[config.mk]
export PLATFORM = sky130hd
export DESIGN_NAME = ring_dispatch
export DESIGN_NICKNAME = d
export VERILOG_FILES = /design/src/logic/ring_pkg.sv /design/src/logic/uop_if.sv /design/src/logic/ring_shift.sv /design/src/logic/issue_port.sv /design/src/logic/ring_dispatch.sv
export VERILOG_INCLUDE_DIRS = /design/src /design/src/include
export SDC_FILE = /design/constraint.sdc
export NUM_CORES = 1
export LEC_CHECK = 0
export BUFFER_PORTS_ARGS = -buffer_cell sky130_fd_sc_hd__buf_2
export CAP_MARGIN = 10
export CORE_MARGIN = 5
export CORE_UTILIZATION = 40
export CTS_CLUSTER_DIAMETER = 50
export DETAILED_ROUTE_END_ITERATION = 12
export GPL_TIMING_DRIVEN = 0
export PLACE_DENSITY_LB_ADDON = 0.05
export SETUP_SLACK_MARGIN = 0.5
export SLEW_MARGIN = 20
export SYNTH_ARGS = -nofsm -noshare
export SYNTH_HDL_FRONTEND = slang
export SYNTH_SLANG_ARGS = --single-unit
[constraint.sdc]
create_clock -name clk -period 11 [get_ports clk]
set_input_delay 1.65 -clock clk [delete_from_list [all_inputs] [get_ports clk]]
set_output_delay 1.65 -clock clk [all_outputs]
set_load 0.02 [all_outputs]
[src/include/ring_cfg.svh]
`ifndef RING_CFG_SVH
`define RING_CFG_SVH

// operand value width.
`define RING_XLEN 32

// physical register file size, sets the tag width.
`define RING_PHYS_REGS 256

// reorder buffer depth.
`define RING_ROB_SIZE 256

// number of distinct micro-op codes.
`define RING_UOP_CODES 16

`endif

[src/logic/ring_pkg.sv]
`include "ring_cfg.svh"

package ring_pkg;

    // unit selector carried with each micro-op, 6 and 7 are never matched.
    typedef enum logic [2:0] {
        fu_none       = 3'd0,
        fu_logical    = 3'd1,
        fu_arithmetic = 3'd2,
        fu_branch     = 3'd3,
        fu_mul_div    = 3'd4,
        fu_ld_st      = 3'd5
    } fu_code_e;

    typedef logic [`RING_XLEN-1:0]                xlen_t;
    typedef logic [$clog2(`RING_PHYS_REGS)-1:0]   preg_t;
    typedef logic [$clog2(`RING_ROB_SIZE)-1:0]    rob_idx_t;
    typedef logic [$clog2(`RING_UOP_CODES)-1:0]   uop_code_t;

endpackage

[src/logic/uop_if.sv]
`timescale 1ns/1ps

// one ring slot, contents are live whenever unit is not fu_none.
interface uop_if
    import ring_pkg::*;
();

    fu_code_e  unit;
    rob_idx_t  rob_entry;
    preg_t     rs1_reg;
    logic      rs1_ready;
    xlen_t     rs1_value;
    preg_t     rs2_reg;
    logic      rs2_ready;
    xlen_t     rs2_value;
    preg_t     dest_reg;
    uop_code_t uop_code;

    modport ring (
        output unit, rob_entry,
        output rs1_reg, rs1_ready, rs1_value,
        output rs2_reg, rs2_ready, rs2_value,
        output dest_reg, uop_code
    );

    modport port (
        input unit, rob_entry,
        input rs1_reg, rs1_ready, rs1_value,
        input rs2_reg, rs2_ready, rs2_value,
        input dest_reg, uop_code
    );

endinterface

[src/logic/ring_shift.sv]
`timescale 1ns/1ps

module ring_shift
    import ring_pkg::*;
(
    input  logic      clk,
    input  logic      reset,
    input  logic      valid_in,
    input  fu_code_e  unit_in,
    input  rob_idx_t  rob_entry_in,
    input  preg_t     rs1_reg_in,
    input  logic      rs1_ready_in,
    input  xlen_t     rs1_value_in,
    input  preg_t     rs2_reg_in,
    input  logic      rs2_ready_in,
    input  xlen_t     rs2_value_in,
    input  preg_t     dest_reg_in,
    input  uop_code_t uop_code_in,
    uop_if.ring       arith_slot,
    uop_if.ring       logic_slot,
    uop_if.ring       branch_slot,
    uop_if.ring       mul_div_slot,
    uop_if.ring       ld_st_slot
);

    localparam int ring_depth = 6; // head plus five unit slots.

    fu_code_e  unit_q      [ring_depth];
    rob_idx_t  rob_entry_q [ring_depth];
    preg_t     rs1_reg_q   [ring_depth];
    logic      rs1_ready_q [ring_depth];
    xlen_t     rs1_value_q [ring_depth];
    preg_t     rs2_reg_q   [ring_depth];
    logic      rs2_ready_q [ring_depth];
    xlen_t     rs2_value_q [ring_depth];
    preg_t     dest_reg_q  [ring_depth];
    uop_code_t uop_code_q  [ring_depth];

    // unit codes mark occupancy, so only they are cleared.
    always_ff @(posedge clk) begin
        if (reset) begin
            for (int i = 0; i < ring_depth; i++) begin
                unit_q[i] <= fu_none;
            end
        end else begin
            unit_q[0] <= valid_in ? unit_in : fu_none; // idle head carries a bubble.
            for (int i = 1; i < ring_depth; i++) begin
                unit_q[i] <= unit_q[i-1];
            end
        end
    end

    always_ff @(posedge clk) begin
        if (valid_in) begin
            rob_entry_q[0] <= rob_entry_in;
            rs1_reg_q[0]   <= rs1_reg_in;
            rs1_ready_q[0] <= rs1_ready_in;
            rs1_value_q[0] <= rs1_value_in;
            rs2_reg_q[0]   <= rs2_reg_in;
            rs2_ready_q[0] <= rs2_ready_in;
            rs2_value_q[0] <= rs2_value_in;
            dest_reg_q[0]  <= dest_reg_in;
            uop_code_q[0]  <= uop_code_in;
        end
        for (int i = 1; i < ring_depth; i++) begin
            rob_entry_q[i] <= rob_entry_q[i-1];
            rs1_reg_q[i]   <= rs1_reg_q[i-1];
            rs1_ready_q[i] <= rs1_ready_q[i-1];
            rs1_value_q[i] <= rs1_value_q[i-1];
            rs2_reg_q[i]   <= rs2_reg_q[i-1];
            rs2_ready_q[i] <= rs2_ready_q[i-1];
            rs2_value_q[i] <= rs2_value_q[i-1];
            dest_reg_q[i]  <= dest_reg_q[i-1];
            uop_code_q[i]  <= uop_code_q[i-1];
        end
    end

    // slot order is arithmetic, logical, branch, mul/div, load/store.
    assign arith_slot.unit        = unit_q[1];
    assign arith_slot.rob_entry   = rob_entry_q[1];
    assign arith_slot.rs1_reg     = rs1_reg_q[1];
    assign arith_slot.rs1_ready   = rs1_ready_q[1];
    assign arith_slot.rs1_value   = rs1_value_q[1];
    assign arith_slot.rs2_reg     = rs2_reg_q[1];
    assign arith_slot.rs2_ready   = rs2_ready_q[1];
    assign arith_slot.rs2_value   = rs2_value_q[1];
    assign arith_slot.dest_reg    = dest_reg_q[1];
    assign arith_slot.uop_code    = uop_code_q[1];

    assign logic_slot.unit        = unit_q[2];
    assign logic_slot.rob_entry   = rob_entry_q[2];
    assign logic_slot.rs1_reg     = rs1_reg_q[2];
    assign logic_slot.rs1_ready   = rs1_ready_q[2];
    assign logic_slot.rs1_value   = rs1_value_q[2];
    assign logic_slot.rs2_reg     = rs2_reg_q[2];
    assign logic_slot.rs2_ready   = rs2_ready_q[2];
    assign logic_slot.rs2_value   = rs2_value_q[2];
    assign logic_slot.dest_reg    = dest_reg_q[2];
    assign logic_slot.uop_code    = uop_code_q[2];

    assign branch_slot.unit       = unit_q[3];
    assign branch_slot.rob_entry  = rob_entry_q[3];
    assign branch_slot.rs1_reg    = rs1_reg_q[3];
    assign branch_slot.rs1_ready  = rs1_ready_q[3];
    assign branch_slot.rs1_value  = rs1_value_q[3];
    assign branch_slot.rs2_reg    = rs2_reg_q[3];
    assign branch_slot.rs2_ready  = rs2_ready_q[3];
    assign branch_slot.rs2_value  = rs2_value_q[3];
    assign branch_slot.dest_reg   = dest_reg_q[3];
    assign branch_slot.uop_code   = uop_code_q[3];

    assign mul_div_slot.unit      = unit_q[4];
    assign mul_div_slot.rob_entry = rob_entry_q[4];
    assign mul_div_slot.rs1_reg   = rs1_reg_q[4];
    assign mul_div_slot.rs1_ready = rs1_ready_q[4];
    assign mul_div_slot.rs1_value = rs1_value_q[4];
    assign mul_div_slot.rs2_reg   = rs2_reg_q[4];
    assign mul_div_slot.rs2_ready = rs2_ready_q[4];
    assign mul_div_slot.rs2_value = rs2_value_q[4];
    assign mul_div_slot.dest_reg  = dest_reg_q[4];
    assign mul_div_slot.uop_code  = uop_code_q[4];

    assign ld_st_slot.unit        = unit_q[5]; // last slot, item drops off after this.
    assign ld_st_slot.rob_entry   = rob_entry_q[5];
    assign ld_st_slot.rs1_reg     = rs1_reg_q[5];
    assign ld_st_slot.rs1_ready   = rs1_ready_q[5];
    assign ld_st_slot.rs1_value   = rs1_value_q[5];
    assign ld_st_slot.rs2_reg     = rs2_reg_q[5];
    assign ld_st_slot.rs2_ready   = rs2_ready_q[5];
    assign ld_st_slot.rs2_value   = rs2_value_q[5];
    assign ld_st_slot.dest_reg    = dest_reg_q[5];
    assign ld_st_slot.uop_code    = uop_code_q[5];

endmodule

[src/logic/issue_port.sv]
`timescale 1ns/1ps

module issue_port
    import ring_pkg::*;
#(
    parameter fu_code_e port_unit = fu_arithmetic
) (
    input  logic      clk,
    input  logic      reset,
    uop_if.port       slot,
    output rob_idx_t  rob_entry,
    output preg_t     rs1_reg,
    output logic      rs1_ready,
    output xlen_t     rs1_value,
    output preg_t     rs2_reg,
    output logic      rs2_ready,
    output xlen_t     rs2_value,
    output preg_t     dest_reg,
    output uop_code_t uop_code,
    output logic      valid
);

    logic hit;

    assign hit = (slot.unit == port_unit);

    // one-cycle strobe per matching slot.
    always_ff @(posedge clk) begin
        if (reset) begin
            valid <= 1'b0;
        end else begin
            valid <= hit;
        end
    end

    // payload holds between issues.
    always_ff @(posedge clk) begin
        if (hit) begin
            rob_entry <= slot.rob_entry;
            rs1_reg   <= slot.rs1_reg;
            rs1_ready <= slot.rs1_ready;
            rs1_value <= slot.rs1_value;
            rs2_reg   <= slot.rs2_reg;
            rs2_ready <= slot.rs2_ready;
            rs2_value <= slot.rs2_value;
            dest_reg  <= slot.dest_reg;
            uop_code  <= slot.uop_code;
        end
    end

endmodule

[src/logic/ring_dispatch.sv]
`timescale 1ns/1ps

module ring_dispatch
    import ring_pkg::*;
(
    input  logic      clk,
    input  logic      reset,

    input  logic      valid_in,
    input  fu_code_e  unit_in,
    input  rob_idx_t  rob_entry_in,
    input  preg_t     rs1_reg_in,
    input  logic      rs1_ready_in,
    input  xlen_t     rs1_value_in,
    input  preg_t     rs2_reg_in,
    input  logic      rs2_ready_in,
    input  xlen_t     rs2_value_in,
    input  preg_t     dest_reg_in,
    input  uop_code_t uop_code_in,

    output rob_idx_t  logical_rob_entry,
    output preg_t     logical_rs1_reg,
    output logic      logical_rs1_ready,
    output xlen_t     logical_rs1_value,
    output preg_t     logical_rs2_reg,
    output logic      logical_rs2_ready,
    output xlen_t     logical_rs2_value,
    output preg_t     logical_dest_reg,
    output uop_code_t logical_uop_code,
    output logic      logical_valid,

    output rob_idx_t  arithmetic_rob_entry,
    output preg_t     arithmetic_rs1_reg,
    output logic      arithmetic_rs1_ready,
    output xlen_t     arithmetic_rs1_value,
    output preg_t     arithmetic_rs2_reg,
    output logic      arithmetic_rs2_ready,
    output xlen_t     arithmetic_rs2_value,
    output preg_t     arithmetic_dest_reg,
    output uop_code_t arithmetic_uop_code,
    output logic      arithmetic_valid,

    output rob_idx_t  branch_rob_entry,
    output preg_t     branch_rs1_reg,
    output logic      branch_rs1_ready,
    output xlen_t     branch_rs1_value,
    output preg_t     branch_rs2_reg,
    output logic      branch_rs2_ready,
    output xlen_t     branch_rs2_value,
    output preg_t     branch_dest_reg,
    output uop_code_t branch_uop_code,
    output logic      branch_valid,

    output rob_idx_t  mul_div_rob_entry,
    output preg_t     mul_div_rs1_reg,
    output logic      mul_div_rs1_ready,
    output xlen_t     mul_div_rs1_value,
    output preg_t     mul_div_rs2_reg,
    output logic      mul_div_rs2_ready,
    output xlen_t     mul_div_rs2_value,
    output preg_t     mul_div_dest_reg,
    output uop_code_t mul_div_uop_code,
    output logic      mul_div_valid,

    output rob_idx_t  ld_st_rob_entry,
    output preg_t     ld_st_rs1_reg,
    output logic      ld_st_rs1_ready,
    output xlen_t     ld_st_rs1_value,
    output preg_t     ld_st_rs2_reg,
    output logic      ld_st_rs2_ready,
    output xlen_t     ld_st_rs2_value,
    output preg_t     ld_st_dest_reg,
    output uop_code_t ld_st_uop_code,
    output logic      ld_st_valid
);

    uop_if arith_if ();
    uop_if logic_if ();
    uop_if branch_if ();
    uop_if mul_div_if ();
    uop_if ld_st_if ();

    ring_shift ring (
        .clk          (clk),
        .reset        (reset),
        .valid_in     (valid_in),
        .unit_in      (unit_in),
        .rob_entry_in (rob_entry_in),
        .rs1_reg_in   (rs1_reg_in),
        .rs1_ready_in (rs1_ready_in),
        .rs1_value_in (rs1_value_in),
        .rs2_reg_in   (rs2_reg_in),
        .rs2_ready_in (rs2_ready_in),
        .rs2_value_in (rs2_value_in),
        .dest_reg_in  (dest_reg_in),
        .uop_code_in  (uop_code_in),
        .arith_slot   (arith_if.ring),
        .logic_slot   (logic_if.ring),
        .branch_slot  (branch_if.ring),
        .mul_div_slot (mul_div_if.ring),
        .ld_st_slot   (ld_st_if.ring)
    );

    // arithmetic issues two edges after entry.
    issue_port #(.port_unit(fu_arithmetic)) arith_port (
        .clk       (clk),
        .reset     (reset),
        .slot      (arith_if.port),
        .rob_entry (arithmetic_rob_entry),
        .rs1_reg   (arithmetic_rs1_reg),
        .rs1_ready (arithmetic_rs1_ready),
        .rs1_value (arithmetic_rs1_value),
        .rs2_reg   (arithmetic_rs2_reg),
        .rs2_ready (arithmetic_rs2_ready),
        .rs2_value (arithmetic_rs2_value),
        .dest_reg  (arithmetic_dest_reg),
        .uop_code  (arithmetic_uop_code),
        .valid     (arithmetic_valid)
    );

    issue_port #(.port_unit(fu_logical)) logic_port (
        .clk       (clk),
        .reset     (reset),
        .slot      (logic_if.port),
        .rob_entry (logical_rob_entry),
        .rs1_reg   (logical_rs1_reg),
        .rs1_ready (logical_rs1_ready),
        .rs1_value (logical_rs1_value),
        .rs2_reg   (logical_rs2_reg),
        .rs2_ready (logical_rs2_ready),
        .rs2_value (logical_rs2_value),
        .dest_reg  (logical_dest_reg),
        .uop_code  (logical_uop_code),
        .valid     (logical_valid)
    );

    issue_port #(.port_unit(fu_branch)) branch_port (
        .clk       (clk),
        .reset     (reset),
        .slot      (branch_if.port),
        .rob_entry (branch_rob_entry),
        .rs1_reg   (branch_rs1_reg),
        .rs1_ready (branch_rs1_ready),
        .rs1_value (branch_rs1_value),
        .rs2_reg   (branch_rs2_reg),
        .rs2_ready (branch_rs2_ready),
        .rs2_value (branch_rs2_value),
        .dest_reg  (branch_dest_reg),
        .uop_code  (branch_uop_code),
        .valid     (branch_valid)
    );

    issue_port #(.port_unit(fu_mul_div)) mul_div_port (
        .clk       (clk),
        .reset     (reset),
        .slot      (mul_div_if.port),
        .rob_entry (mul_div_rob_entry),
        .rs1_reg   (mul_div_rs1_reg),
        .rs1_ready (mul_div_rs1_ready),
        .rs1_value (mul_div_rs1_value),
        .rs2_reg   (mul_div_rs2_reg),
        .rs2_ready (mul_div_rs2_ready),
        .rs2_value (mul_div_rs2_value),
        .dest_reg  (mul_div_dest_reg),
        .uop_code  (mul_div_uop_code),
        .valid     (mul_div_valid)
    );

    // load/store sits at the tail, six edges after entry.
    issue_port #(.port_unit(fu_ld_st)) ld_st_port (
        .clk       (clk),
        .reset     (reset),
        .slot      (ld_st_if.port),
        .rob_entry (ld_st_rob_entry),
        .rs1_reg   (ld_st_rs1_reg),
        .rs1_ready (ld_st_rs1_ready),
        .rs1_value (ld_st_rs1_value),
        .rs2_reg   (ld_st_rs2_reg),
        .rs2_ready (ld_st_rs2_ready),
        .rs2_value (ld_st_rs2_value),
        .dest_reg  (ld_st_dest_reg),
        .uop_code  (ld_st_uop_code),
        .valid     (ld_st_valid)
    );

endmodule

[Word-level counts from Yosys, hierarchy flattened]
Memory sizes are Yosys's and may differ from the RTL's. A register that Yosys moved wholly into a read port is not among the register bits.
Cells that the tools add are included.
Word-level totals
  register bits after elaboration: 413
  output and inout bits: 515
  memories: 10
  input port bits: 108
  bits in writable memories: 630
Memories
  ring.rs1_value_q: words 6, bits a word 32, rd ports 6, clocked after memory_dff 1, wr ports 6, RTL line ring_shift.sv:32  | xlen_t rs1_value_q [ring_depth];
  ring.rs2_value_q: words 6, bits a word 32, rd ports 6, clocked after memory_dff 1, wr ports 6, RTL line ring_shift.sv:35  | xlen_t rs2_value_q [ring_depth];
  ring.dest_reg_q: words 6, bits a word 8, rd ports 6, clocked after memory_dff 1, wr ports 6, RTL line ring_shift.sv:36  | preg_t dest_reg_q [ring_depth];
  ring.rob_entry_q: words 6, bits a word 8, rd ports 6, clocked after memory_dff 1, wr ports 6, RTL line ring_shift.sv:29  | rob_idx_t rob_entry_q [ring_depth];
  ring.rs1_reg_q: words 6, bits a word 8, rd ports 6, clocked after memory_dff 1, wr ports 6, RTL line ring_shift.sv:30  | preg_t rs1_reg_q [ring_depth];
  ring.rs2_reg_q: words 6, bits a word 8, rd ports 6, clocked after memory_dff 1, wr ports 6, RTL line ring_shift.sv:33  | preg_t rs2_reg_q [ring_depth];
  +4 memories
Operators by class
  muxes and demuxes: 12
  equal/unequal tests: 5
  bitwise operators: 6
Operator list (number)
  $mux 3: 7
  $eq 3x2->1 const B: 2
  $eq 3x3->1 const B: 2
  $or 1x1->1: 6
  $mux 1: 5
  $eq 3x1->1 const B: 1

[Depth between registers and ports, before layout]
Gate-level depths: netlist of run 1.
  word-level depth: 3
  depth in mapped cells: 2

[Hierarchy]
Synthesis of run 1 repeated with hierarchy kept, for this count alone.
Unflattened totals
  cells, all modules: 1189
  area, all modules: 29418.2 um2
Modules (own cells, without submodules)
  ring_shift: sequential area each 13633.1 um2, instances 1, cells an instance 664, area each 13893.3 um2
  issue_port (arith_port ...): sequential area each 3083.0 um2, instances 3, cells an instance 105, area each 3105.5 um2
  issue_port (branch_port ...): sequential area each 3083.0 um2, instances 2, cells an instance 105, area each 3104.2 um2

[Worst setup path after synthesis of run 1]
No wires, ideal clock.
  kind: flip-flop to flip-flop
  from: memory ring.unit_q[0][3] in the netlist's numbering
  to: register arith_port.dest_reg[0] (read register of ring.dest_reg_q), enable pin
  path buffers: 0
  cell stages (with the launch flop): 2
  arrival: 7706 ps
  library setup time: 708 ps
  path slack: 2586 ps
  path through: dfxtp_1 -> nor3b_1
RTL lines
  start, declared: RTL line ring_shift.sv:28  | fu_code_e unit_q [ring_depth];
  end, declared: RTL line issue_port.sv:18  | output preg_t dest_reg,

[Worst setup path after layout of run 1]
  from: register arith_port.rs1_value[1] (read register of ring.rs1_value_q)
  to: output port arithmetic_rs1_value[1]
RTL lines
  start, declared: RTL line issue_port.sv:14  | output xlen_t rs1_value,
  end, declared: RTL line ring_dispatch.sv:35  | output xlen_t arithmetic_rs1_value,
No word-level cell between the ends.

==> flow_metrics.env, run 1 <==
export IMPL_end_kind="output port"
export IMPL_critPathSlowestCell="edfxtp_1"
export IMPL_yosys_cell_count_top_type="edfxtp_1"
export IMPL_period_needed_ns=2.943
export IMPL_drtPass1Iterations=4
export IMPL_synth_area_leaders="edfxtp_1, dfxtp_1, nor2b_1"
export IMPL_fin_skew_ns=0.02341
export IMPL_synthFlopType="edfxtp_1"
export IMPL_synthCells=1175
export IMPL_status="completed"
export IMPL_grt_most_used_layer="met2"
export IMPL_clockRootBuffer="clkbuf_16"
export IMPL_drc=0
export IMPL_vias=12670
export IMPL_multi_input_area_um2=247.7
export IMPL_finalWirelength_mm=64.56
export IMPL_synth_top_area_share_pct=62.74
export IMPL_worst_slew_pin_transition_ns=0.7471
export IMPL_met3_usage_pct=6.390
export IMPL_layoutNonFillerInstCount=3037
export IMPL_grt_start_max_net_pins=56
export IMPL_initial_core_util_pct=40.22
export IMPL_rsz0062_at_grt="false"
export IMPL_wl_per_cell_um=21.26
export IMPL_async_reset_ff_share_pct=0
export IMPL_crit_fanout=1
export IMPL_post_cts_buffers=0
export IMPL_ios=623
export IMPL_synth_area_um2=29290
export IMPL_cap_violations=0
export IMPL_place_gp_congestion=0.7545
export IMPL_dp_cells=2811
export IMPL_grt_pass1_wl_mm=91.35
export IMPL_grt_pass1_vias=13370
export IMPL_start_kind="register"
export IMPL_path_buf_inv=1
export IMPL_register_area_um2=29050
export IMPL_clkTransAtPathRegs_ns=0.06
export IMPL_ys_types=9
export IMPL_period_share_pct=26.76
export IMPL_path_cells="buf_2"
export IMPL_critPathTopFamily="flip-flops"
export IMPL_gr_total_overflow=0
export IMPL_cts_buffers=116
export IMPL_required_ns=9.35
export IMPL_synth_enable_flop_cells=612
export IMPL_cts_tree="done"
export IMPL_track_usage_pct=15.97
export IMPL_largestRegisters="ring.rs1_value_q: 192 flops, ring.rs2_value_q: 192 flops"
export IMPL_maxSlewViolCount=0
export IMPL_drtAntennaViolNets=0
export IMPL_cts_max_path_buffers=3
export IMPL_first_iter_violations=661
export IMPL_vias_per_cell=4.172
export IMPL_finalSetupViolCount=0
export IMPL_drive_gt1_share_pct=42.26
export IMPL_rows=99
export IMPL_syn_avg_cell_area_um2=24.93
export IMPL_cp_arrival_ns=1.29
export IMPL_hold_buffers=0
export IMPL_hold_path_class="reg -> reg"
export IMPL_cts_resized=0
export IMPL_ir_worst_vdd_mv=0.1416
export IMPL_nets=2078
export IMPL_grt_use_met1_pct=16.58
export IMPL_insertion_delay_ns=0.65
export IMPL_synthToLayoutAreaGrowth_pct=30.91
export IMPL_ys_warnings_count=0
export IMPL_die_h_um=280.6
export IMPL_hpwlAfterDp_mm=47.40
export IMPL_num_fill_cells=5938
export IMPL_syn_nets=1283
export IMPL_ys_seq_area_share_pct=99.17
export IMPL_power_density_nw_per_um2=231.2
export IMPL_fp_dieW_um=280.6
export IMPL_dieArea_um2=78740
export IMPL_ys_top_cells_by_count="edfxtp_1, dfxtp_1, nor2b_1"
export IMPL_path_class="reg -> out"
export IMPL_antenna_found_initial=9
export IMPL_finalHoldViolCount=0
export IMPL_htreeDepth=3
export IMPL_ys_ff_latch=1145
export IMPL_use_met2_pct=28.86
export IMPL_synth_area_leader_cell="edfxtp_1"
export IMPL_max_slew_margin_pct=49.97
export IMPL_cp_slowest_stage_delay_ns=0.45
export IMPL_port_buffers=622
export IMPL_max_clock_freq_mhz=339.8
export IMPL_core_area_um2=72830
export IMPL_p_leak_nw=14.97
export IMPL_totalPowerFinal_mw=8.865
export IMPL_cts_sinks=1145
export IMPL_final_util_pct=52.65
[cell type report]
| cell class | count | share of cell area (%) |
|---|---|---|
| well taps | 959 | 3.129 |
| flip-flops and latches | 1145 | 75.75 |
| plain buffers | 2 | 0.04894 |
| clock inverters | 67 | 2.248 |
| clock buffers | 154 | 8.418 |
| diodes | 5 | 0.03263 |
| repair buffers | 677 | 9.724 |
| multi-input cells | 28 | 0.6461 |
[metal layers]
metal	vias up	wire, um
met2	406	34780
met3	115	5900
met1	6193	21670
li1	5950	-
met5	-	41
met4	6	2160
[report_power, final]
group	internal [mW]	switching, mW	total (mW)	leakage, nW
Combinational	0.0221	0.0317	0.0538	2.91
Sequential	4.71	0.0643	4.77	10.1
Clock	2.45	1.59	4.04	1.98
[kinds of logic (layout without fill, tap and decap cells)]
family / Yosys count / in the layout / share of synthesized area (%)
simple gates: 28 / 28 / 0.7688
other cells: 0 / 5 / 0
flops: 1145 / 1145 / 99.17
buf+inv: 2 / 900 / 0.06408
[placed cells by master (no fill, tap or decap), types with 5 or more instances in the layout]
cell type   Yosys  routed
diode_2         0       5
clkinv_2        0      19
nor2b_1        15      15
buf_6           1      19
clkbuf_8        0      14
clkbuf_1        0      22
edfxtp_1      612     612
dfxtp_1       533     533
clkbuf_16       0     118
clkinvlp_4      0      10
clkinv_1        0      10
buf_4           1      31
buf_2           0     621
buf_16          0       5
bufinv_16       0      16
[path summary, 6_finish.rpt]
check / from / end / slack, ns / depth (start not counted)
max: arith_port.rs1_value[1]$_DFFE_PN_ / arithmetic_rs1_value[1] / 8.06 / 1
min reg2reg: ring.rs1_value_q[0][24]$_DFFE_PP_ / ring.rs1_value_q[1][24]$_DFF_P_ / 0.32 / 0
min: ring.rs1_value_q[0][24]$_DFFE_PP_ / ring.rs1_value_q[1][24]$_DFF_P_ / 0.32 / 0
max reg2reg: ring.unit_q[0][13]$_SDFF_PP0_ / mul_div_port.rs1_value[26]$_DFFE_PN_ / 8.79 / 6
[per-stage QoR]
stage	TNS, ns	cell area (um2)	hold WS [ns]	worst slack (ns)
after floorplan	0	29290	0.3233	2.586
after global placement	-1702.92	33600	0.3237	-5.819
after detailed placement	0	34240	0.3269	8.132
after CTS	0	38330	0.3081	8.004
after global routing	0	38340	0.3287	8.009
final	0	38350	0.3219	8.057
Power figures use the tool's default switching activity.
==> inputs of run 2 (changes only) <==
==> constraint.sdc (replaced) <==
create_clock -name clk -period 3.1 [get_ports clk]
set_input_delay 0.465 -clock clk [delete_from_list [all_inputs] [get_ports clk]]
set_output_delay 0.465 -clock clk [all_outputs]
set_load 0.02 [all_outputs]
==> flow_metrics.env, run 2 (same netlist as run 1, synthesis figures left out) <==
export IMPL_r2r_start="ring.unit_q[0][12]$_SDFF_PP0_"
export IMPL_drive_gt1_share_pct=39.34
export IMPL_use_met2_pct=29.03
export IMPL_p_leak_nw=15.27
export IMPL_critPathSlowestCell="nor3b_4"
export IMPL_cts_resized=0
export IMPL_min_from="unit_in[0]"
export IMPL_grt_start_max_net_pins=56
export IMPL_grt_pass1_vias=13730
export IMPL_hold_path_class="in -> reg"
export IMPL_reg2reg_slack_ns=0.97
export IMPL_critPathTopFamily="buffers and inverters"
export IMPL_cts_sinks=1145
export IMPL_final_area_um2=39270
export IMPL_initial_core_util_pct=40.22
export IMPL_worstSetupEndpoint="mul_div_port.rs2_value[26]$_DFFE_PN_"
export IMPL_cp_common_cell="buf_8"
export IMPL_core_area_um2=72830
export IMPL_required_ns=3.45
export IMPL_layout_commonest_cell="buf_2"
export IMPL_period_needed_ns=2.131
export IMPL_cp_arrival_ns=2.48
export IMPL_path_buf_inv=5
export IMPL_num_fill_cells=5932
export IMPL_rows=99
export IMPL_period_share_pct=68.75
export IMPL_htreeDepth=3
export IMPL_largestRegisters="ring.rs1_value_q: 192 flops, ring.rs2_value_q: 192 flops"
export IMPL_max_slew_margin_pct=62.95
export IMPL_die_h_um=280.6
export IMPL_grt_use_met1_pct=17.19
export IMPL_combPwrFrac_pct=1.0
export IMPL_register_area_um2=29050
export IMPL_ir_worst_vdd_mv=0.4621
export IMPL_insertion_delay_ns=0.66
export IMPL_fp_dieW_um=280.6
export IMPL_cts_buffers=115
export IMPL_port_buffers=622
export IMPL_r2r_end="mul_div_port.rs2_value[26]$_DFFE_PN_"
export IMPL_cts_max_path_buffers=3
export IMPL_hold_buffers=102
export IMPL_nets=2163
export IMPL_power_density_nw_per_um2=793.6
export IMPL_p_sw_mw=5.968
export IMPL_hpwlAfterDp_mm=46.87
export IMPL_post_place_ws_ns=0.8935
export IMPL_path_class="reg -> reg"
export IMPL_cts_tree="done"
export IMPL_multi_input_area_um2=266.5
export IMPL_path_cells="nor3b_4 -> buf_8 -> buf_8 -> buf_6 -> buf_6 -> buf_8"
export IMPL_antenna_found_initial=3
export IMPL_end_kind="register"
export IMPL_pwr_share_clk_pct=44.7
export IMPL_grt_most_used_layer="met2"
export IMPL_start_kind="register"
export IMPL_finalHoldViolCount=0
export IMPL_place_gp_congestion=0.7761
export IMPL_met3_usage_pct=6.058
export IMPL_final_cell_mix="buf_2, edfxtp_1, dfxtp_1"
export IMPL_finalSetupViolCount=0
export IMPL_cp_num_cells=6
export IMPL_track_usage_pct=16.16
export IMPL_cp_slowest_stage_delay_ns=0.50
export IMPL_drc=0
export IMPL_drtAntennaViolNets=0
export IMPL_gr_total_overflow=0
export IMPL_cap_violations=0
export IMPL_clkTransAtPathRegs_ns=0.06
export IMPL_vias_per_cell=4.182
export IMPL_crit_fanout=11
export IMPL_power_frac_seq_pct=54.3
export IMPL_first_iter_violations=567
export IMPL_p_sw_share_pct=19.15
export IMPL_fin_skew_ns=0.03023
export IMPL_finalWirelength_mm=65.49
export IMPL_maxSlewViolCount=0
export IMPL_drtPass1Iterations=4
export IMPL_synthToLayoutAreaGrowth_pct=34.07
export IMPL_post_cts_buffers=0
export IMPL_vias=13050
export IMPL_grt_pass1_wl_mm=92.69
export IMPL_setup_ws_ns=0.9688
export IMPL_reg2regPathDepth=6
export IMPL_rsz0062_at_grt="false"
export IMPL_status="completed"
export IMPL_wl_per_cell_um=20.99
export IMPL_power_internal_mw=25.20
export IMPL_ios=623
export IMPL_postPlaceCellArea_um2=34310
export IMPL_max_clock_freq_mhz=469.2
export IMPL_critPathLaunch="ring.unit_q[0][12]$_SDFF_PP0_"
export IMPL_clockRootBuffer="clkbuf_16"
export IMPL_dieArea_um2=78740
export IMPL_worst_slew_pin_transition_ns=0.5551
-- run 2: cell count changes in the layout (fill, tap and decap cells not counted), sizes merged --
| cell | change |
|---|---|
| clkbuf | +15 |
| clkinvlp | -5 |
| diode | -2 |
| dlygate4sd3 | +102 |
| clkinv | -7 |
| bufinv | -4 |
| buf | -16 |
-- run 2: area by class of cell --
type,count,share of cell area (%)
clock buffer,169,8.284
buffer,2,0.04779
sequential,1145,73.98
antenna,3,0.01912
tap,959,3.055
clock inverter,51,1.717
timing repair buffer,763,12.22
multi-input combinational,28,0.6786
-- run 2: per-layer routing --
metal | up-vias | routed length, um
li1 | 6105 | -
met1 | 6407 | 22850
met2 | 426 | 34640
met3 | 108 | 5889
met4 | 2 | 2099
met5 | - | 13
-- run 2: metrics by stage --
step                      power, mW  utilization [%]  hold WS [ns]  std cells  setup TNS [ns]
after floorplan               17.21                -        0.3233       1175          -84.56
after global placement        17.40            46.19        0.3234       2756        -1035.24
after detailed placement      17.46            47.11        0.3269       2795               0
after CTS                     31.55            53.91       0.01788       3117               0
after global routing          32.32            53.91       0.04444       3118               0
final                         31.16            53.92       0.07344       3120               0
-- run 2: worst min path at each step --
stage,end,cells past startpoint
finish,ring.unit_q[0][0]$_SDFF_PP0_,2
global route,ring.unit_q[0][1]$_SDFF_PP0_,2
CTS,ring.unit_q[0][0]$_SDFF_PP0_,2
detailed placement,ring.rob_entry_q[1][7]$_DFF_P_,0
global placement,ring.dest_reg_q[1][2]$_DFF_P_,0
floorplan,ring.dest_reg_q[1][0]$_DFF_P_,0
-- run 2: power groups by stage --
stage	combinational (mW)	sequential, mW	clock (mW)
3_5_place_dp	0.206	17.3	0
6_report	0.311	16.9	13.9
4_1_cts	0.322	16.9	14.3
3_3_place_gp	0.176	17.2	0
5_1_grt	0.336	17.0	15.0
2_1_floorplan	0.0267	17.2	0
==> inputs of run 3 (changes only) <==
==> constraint.sdc (replaced) <==
create_clock -name clk -period 1.8 [get_ports clk]
set_input_delay 0.27 -clock clk [delete_from_list [all_inputs] [get_ports clk]]
set_output_delay 0.27 -clock clk [all_outputs]
set_load 0.02 [all_outputs]
==> flow_metrics.env, run 3 (same netlist as run 1, synthesis figures left out) <==
export IMPL_initial_core_util_pct=40.22
export IMPL_p_sw_mw=10.25
export IMPL_period_needed_ns=1.611
export IMPL_final_setup_tns_ns=0
export IMPL_worstSetupEndpoint="logic_port.rob_entry[7]$_DFFE_PN_"
export IMPL_cp_arrival_ns=1.96
export IMPL_dieArea_um2=78740
export IMPL_wl_per_cell_um=21.97
export IMPL_period_share_pct=89.50
export IMPL_totalPowerFinal_mw=54.29
export IMPL_finalSetupViolCount=0
export IMPL_finalHoldViolCount=0
export IMPL_start_kind="register"
export IMPL_place_gp_congestion=0.7517
export IMPL_vias=13580
export IMPL_status="completed"
export IMPL_worst_slew_pin_transition_ns=0.5615
export IMPL_drc=0
export IMPL_cts_tree="done"
export IMPL_whs_ns=0.04095
export IMPL_maxSlewViolCount=0
export IMPL_grt_pass1_vias=14050
export IMPL_dp_cells=2799
export IMPL_max_slew_margin_pct=62.57
export IMPL_critPathLaunch="ring.unit_q[0][8]$_SDFF_PP0_"
export IMPL_setup_ws_ns=0.1889
export IMPL_cap_violations=0
export IMPL_drtPass1Iterations=4
export IMPL_hold_path_class="in -> reg"
export IMPL_num_fill_cells=5387
export IMPL_grt_pass1_wl_mm=97.03
export IMPL_nets=2270
export IMPL_htreeDepth=3
export IMPL_clockRootBuffer="clkbuf_16"
export IMPL_reg2regPathDepth=8
export IMPL_power_internal_mw=44.04
export IMPL_crit_fanout=5
export IMPL_required_ns=2.15
export IMPL_post_place_ws_ns=-0.3424
export IMPL_drtAntennaViolNets=0
export IMPL_layout_commonest_cell="edfxtp_1"
export IMPL_grt_start_max_net_pins=67
export IMPL_first_iter_violations=641
export IMPL_clkTransAtPathRegs_ns=0.06
export IMPL_largestRegisters="ring.rs1_value_q: 192 flops, ring.rs2_value_q: 192 flops"
export IMPL_rsz0062_at_grt="true"
export IMPL_combPwrFrac_pct=1.2
export IMPL_vias_per_cell=4.210
export IMPL_reg2reg_slack_ns=0.19
export IMPL_port_buffers=622
export IMPL_hpwlAfterDp_mm=46.65
export IMPL_end_kind="register"
export IMPL_gr_total_overflow=0
export IMPL_pwr_share_clk_pct=45.1
export IMPL_synthToLayoutAreaGrowth_pct=50.43
export IMPL_drive_gt1_share_pct=43.08
export IMPL_max_clock_freq_mhz=620.7
export IMPL_r2r_end="logic_port.rob_entry[7]$_DFFE_PN_"
export IMPL_final_cell_mix="edfxtp_1, dfxtp_1, buf_6"
export IMPL_path_class="reg -> reg"
export IMPL_finalWirelength_mm=70.86
export IMPL_power_density_nw_per_um2=1232
export IMPL_final_util_pct=60.50
export IMPL_core_area_um2=72830
export IMPL_r2r_start="ring.unit_q[0][8]$_SDFF_PP0_"
export IMPL_insertion_delay_ns=0.65
export IMPL_postPlaceCellArea_um2=34290
export IMPL_track_usage_pct=17.03
export IMPL_ios=623
export IMPL_rows=99
export IMPL_p_sw_share_pct=18.88
export IMPL_cts_max_path_buffers=3
export IMPL_ir_worst_vdd_mv=1.074
export IMPL_fp_dieW_um=280.6
export IMPL_cts_buffers=115
export IMPL_antenna_found_initial=2
export IMPL_cts_sinks=1145
export IMPL_layoutNonFillerInstCount=3225
export IMPL_fin_skew_ns=0.01998
export IMPL_p_leak_nw=17.14
export IMPL_die_h_um=280.6
export IMPL_final_area_um2=44060
export IMPL_power_frac_seq_pct=53.7
[run 3: per-layer routing]
layer  vias up  global-route usage, %  part of all wire (%)
li1       6332                      -                     -
met1      6677                  18.52                    36
met2       446                  30.83                    53
met3       123                  6.166                   8.2
met4         0                  5.775                   3.2
met5         -                      0                     0
[run 3: power groups by stage]
stage	sequential (mW)	combinational (mW)	clock (mW)
final	29.1	0.648	24.5
after global routing	29.3	0.690	26.3
after CTS	29.1	0.639	25.1
after detailed placement	29.7	0.353	0
after global placement	29.7	0.306	0
after floorplan	29.6	0.0460	0
[run 3: worst max-delay path, stage by stage, from the launching register on]
cell and delay (ns):
dfxtp_4 0.35, nor3b_4 0.19, buf_4 0.14, buf_6 0.10, buf_12 0.10, buf_12 0.10
buf_12 0.12, buf_6 0.10, buf_12 0.11
[run 3: repair_timing]
item / CTS / global route
endpoints found under the setup margin: 982 / 953
buffers inserted: 64 / 7
pin swaps: 3 / 2
gates cloned: 14 / 12
hold buffers: 108 / 0
resized for setup: 309 / 897
endpoints found under the hold margin: 109 / 0
[run 3: worst min-delay path by stage]
stage	cells after the start	end	startpoint
finish	1	ring.rs2_value_q[0][28]$_DFFE_PP_	valid_in
global route	1	ring.rs2_value_q[0][28]$_DFFE_PP_	valid_in
CTS	1	ring.rs2_value_q[0][28]$_DFFE_PP_	valid_in
detailed placement	0	ring.rs1_value_q[1][10]$_DFF_P_	ring.rs1_value_q[0][10]$_DFFE_PP_
global placement	0	ring.rs1_value_q[1][17]$_DFF_P_	ring.rs1_value_q[0][17]$_DFFE_PP_
floorplan	0	ring.dest_reg_q[1][0]$_DFF_P_	ring.dest_reg_q[0][0]$_DFFE_PP_
[run 3: final cells by class]
cell class	instances	area (um2)	share of cell area, %
clock buffers	169	3417	7.755
flip-flops and latches	1145	29080	65.99
clock inverters	49	631.9	1.434
well taps	959	1200	2.723
plain buffers	2	18.77	0.04259
diodes	3	7.507	0.01704
multi-input cells	28	266.5	0.6048
repair buffers	870	9444	21.43
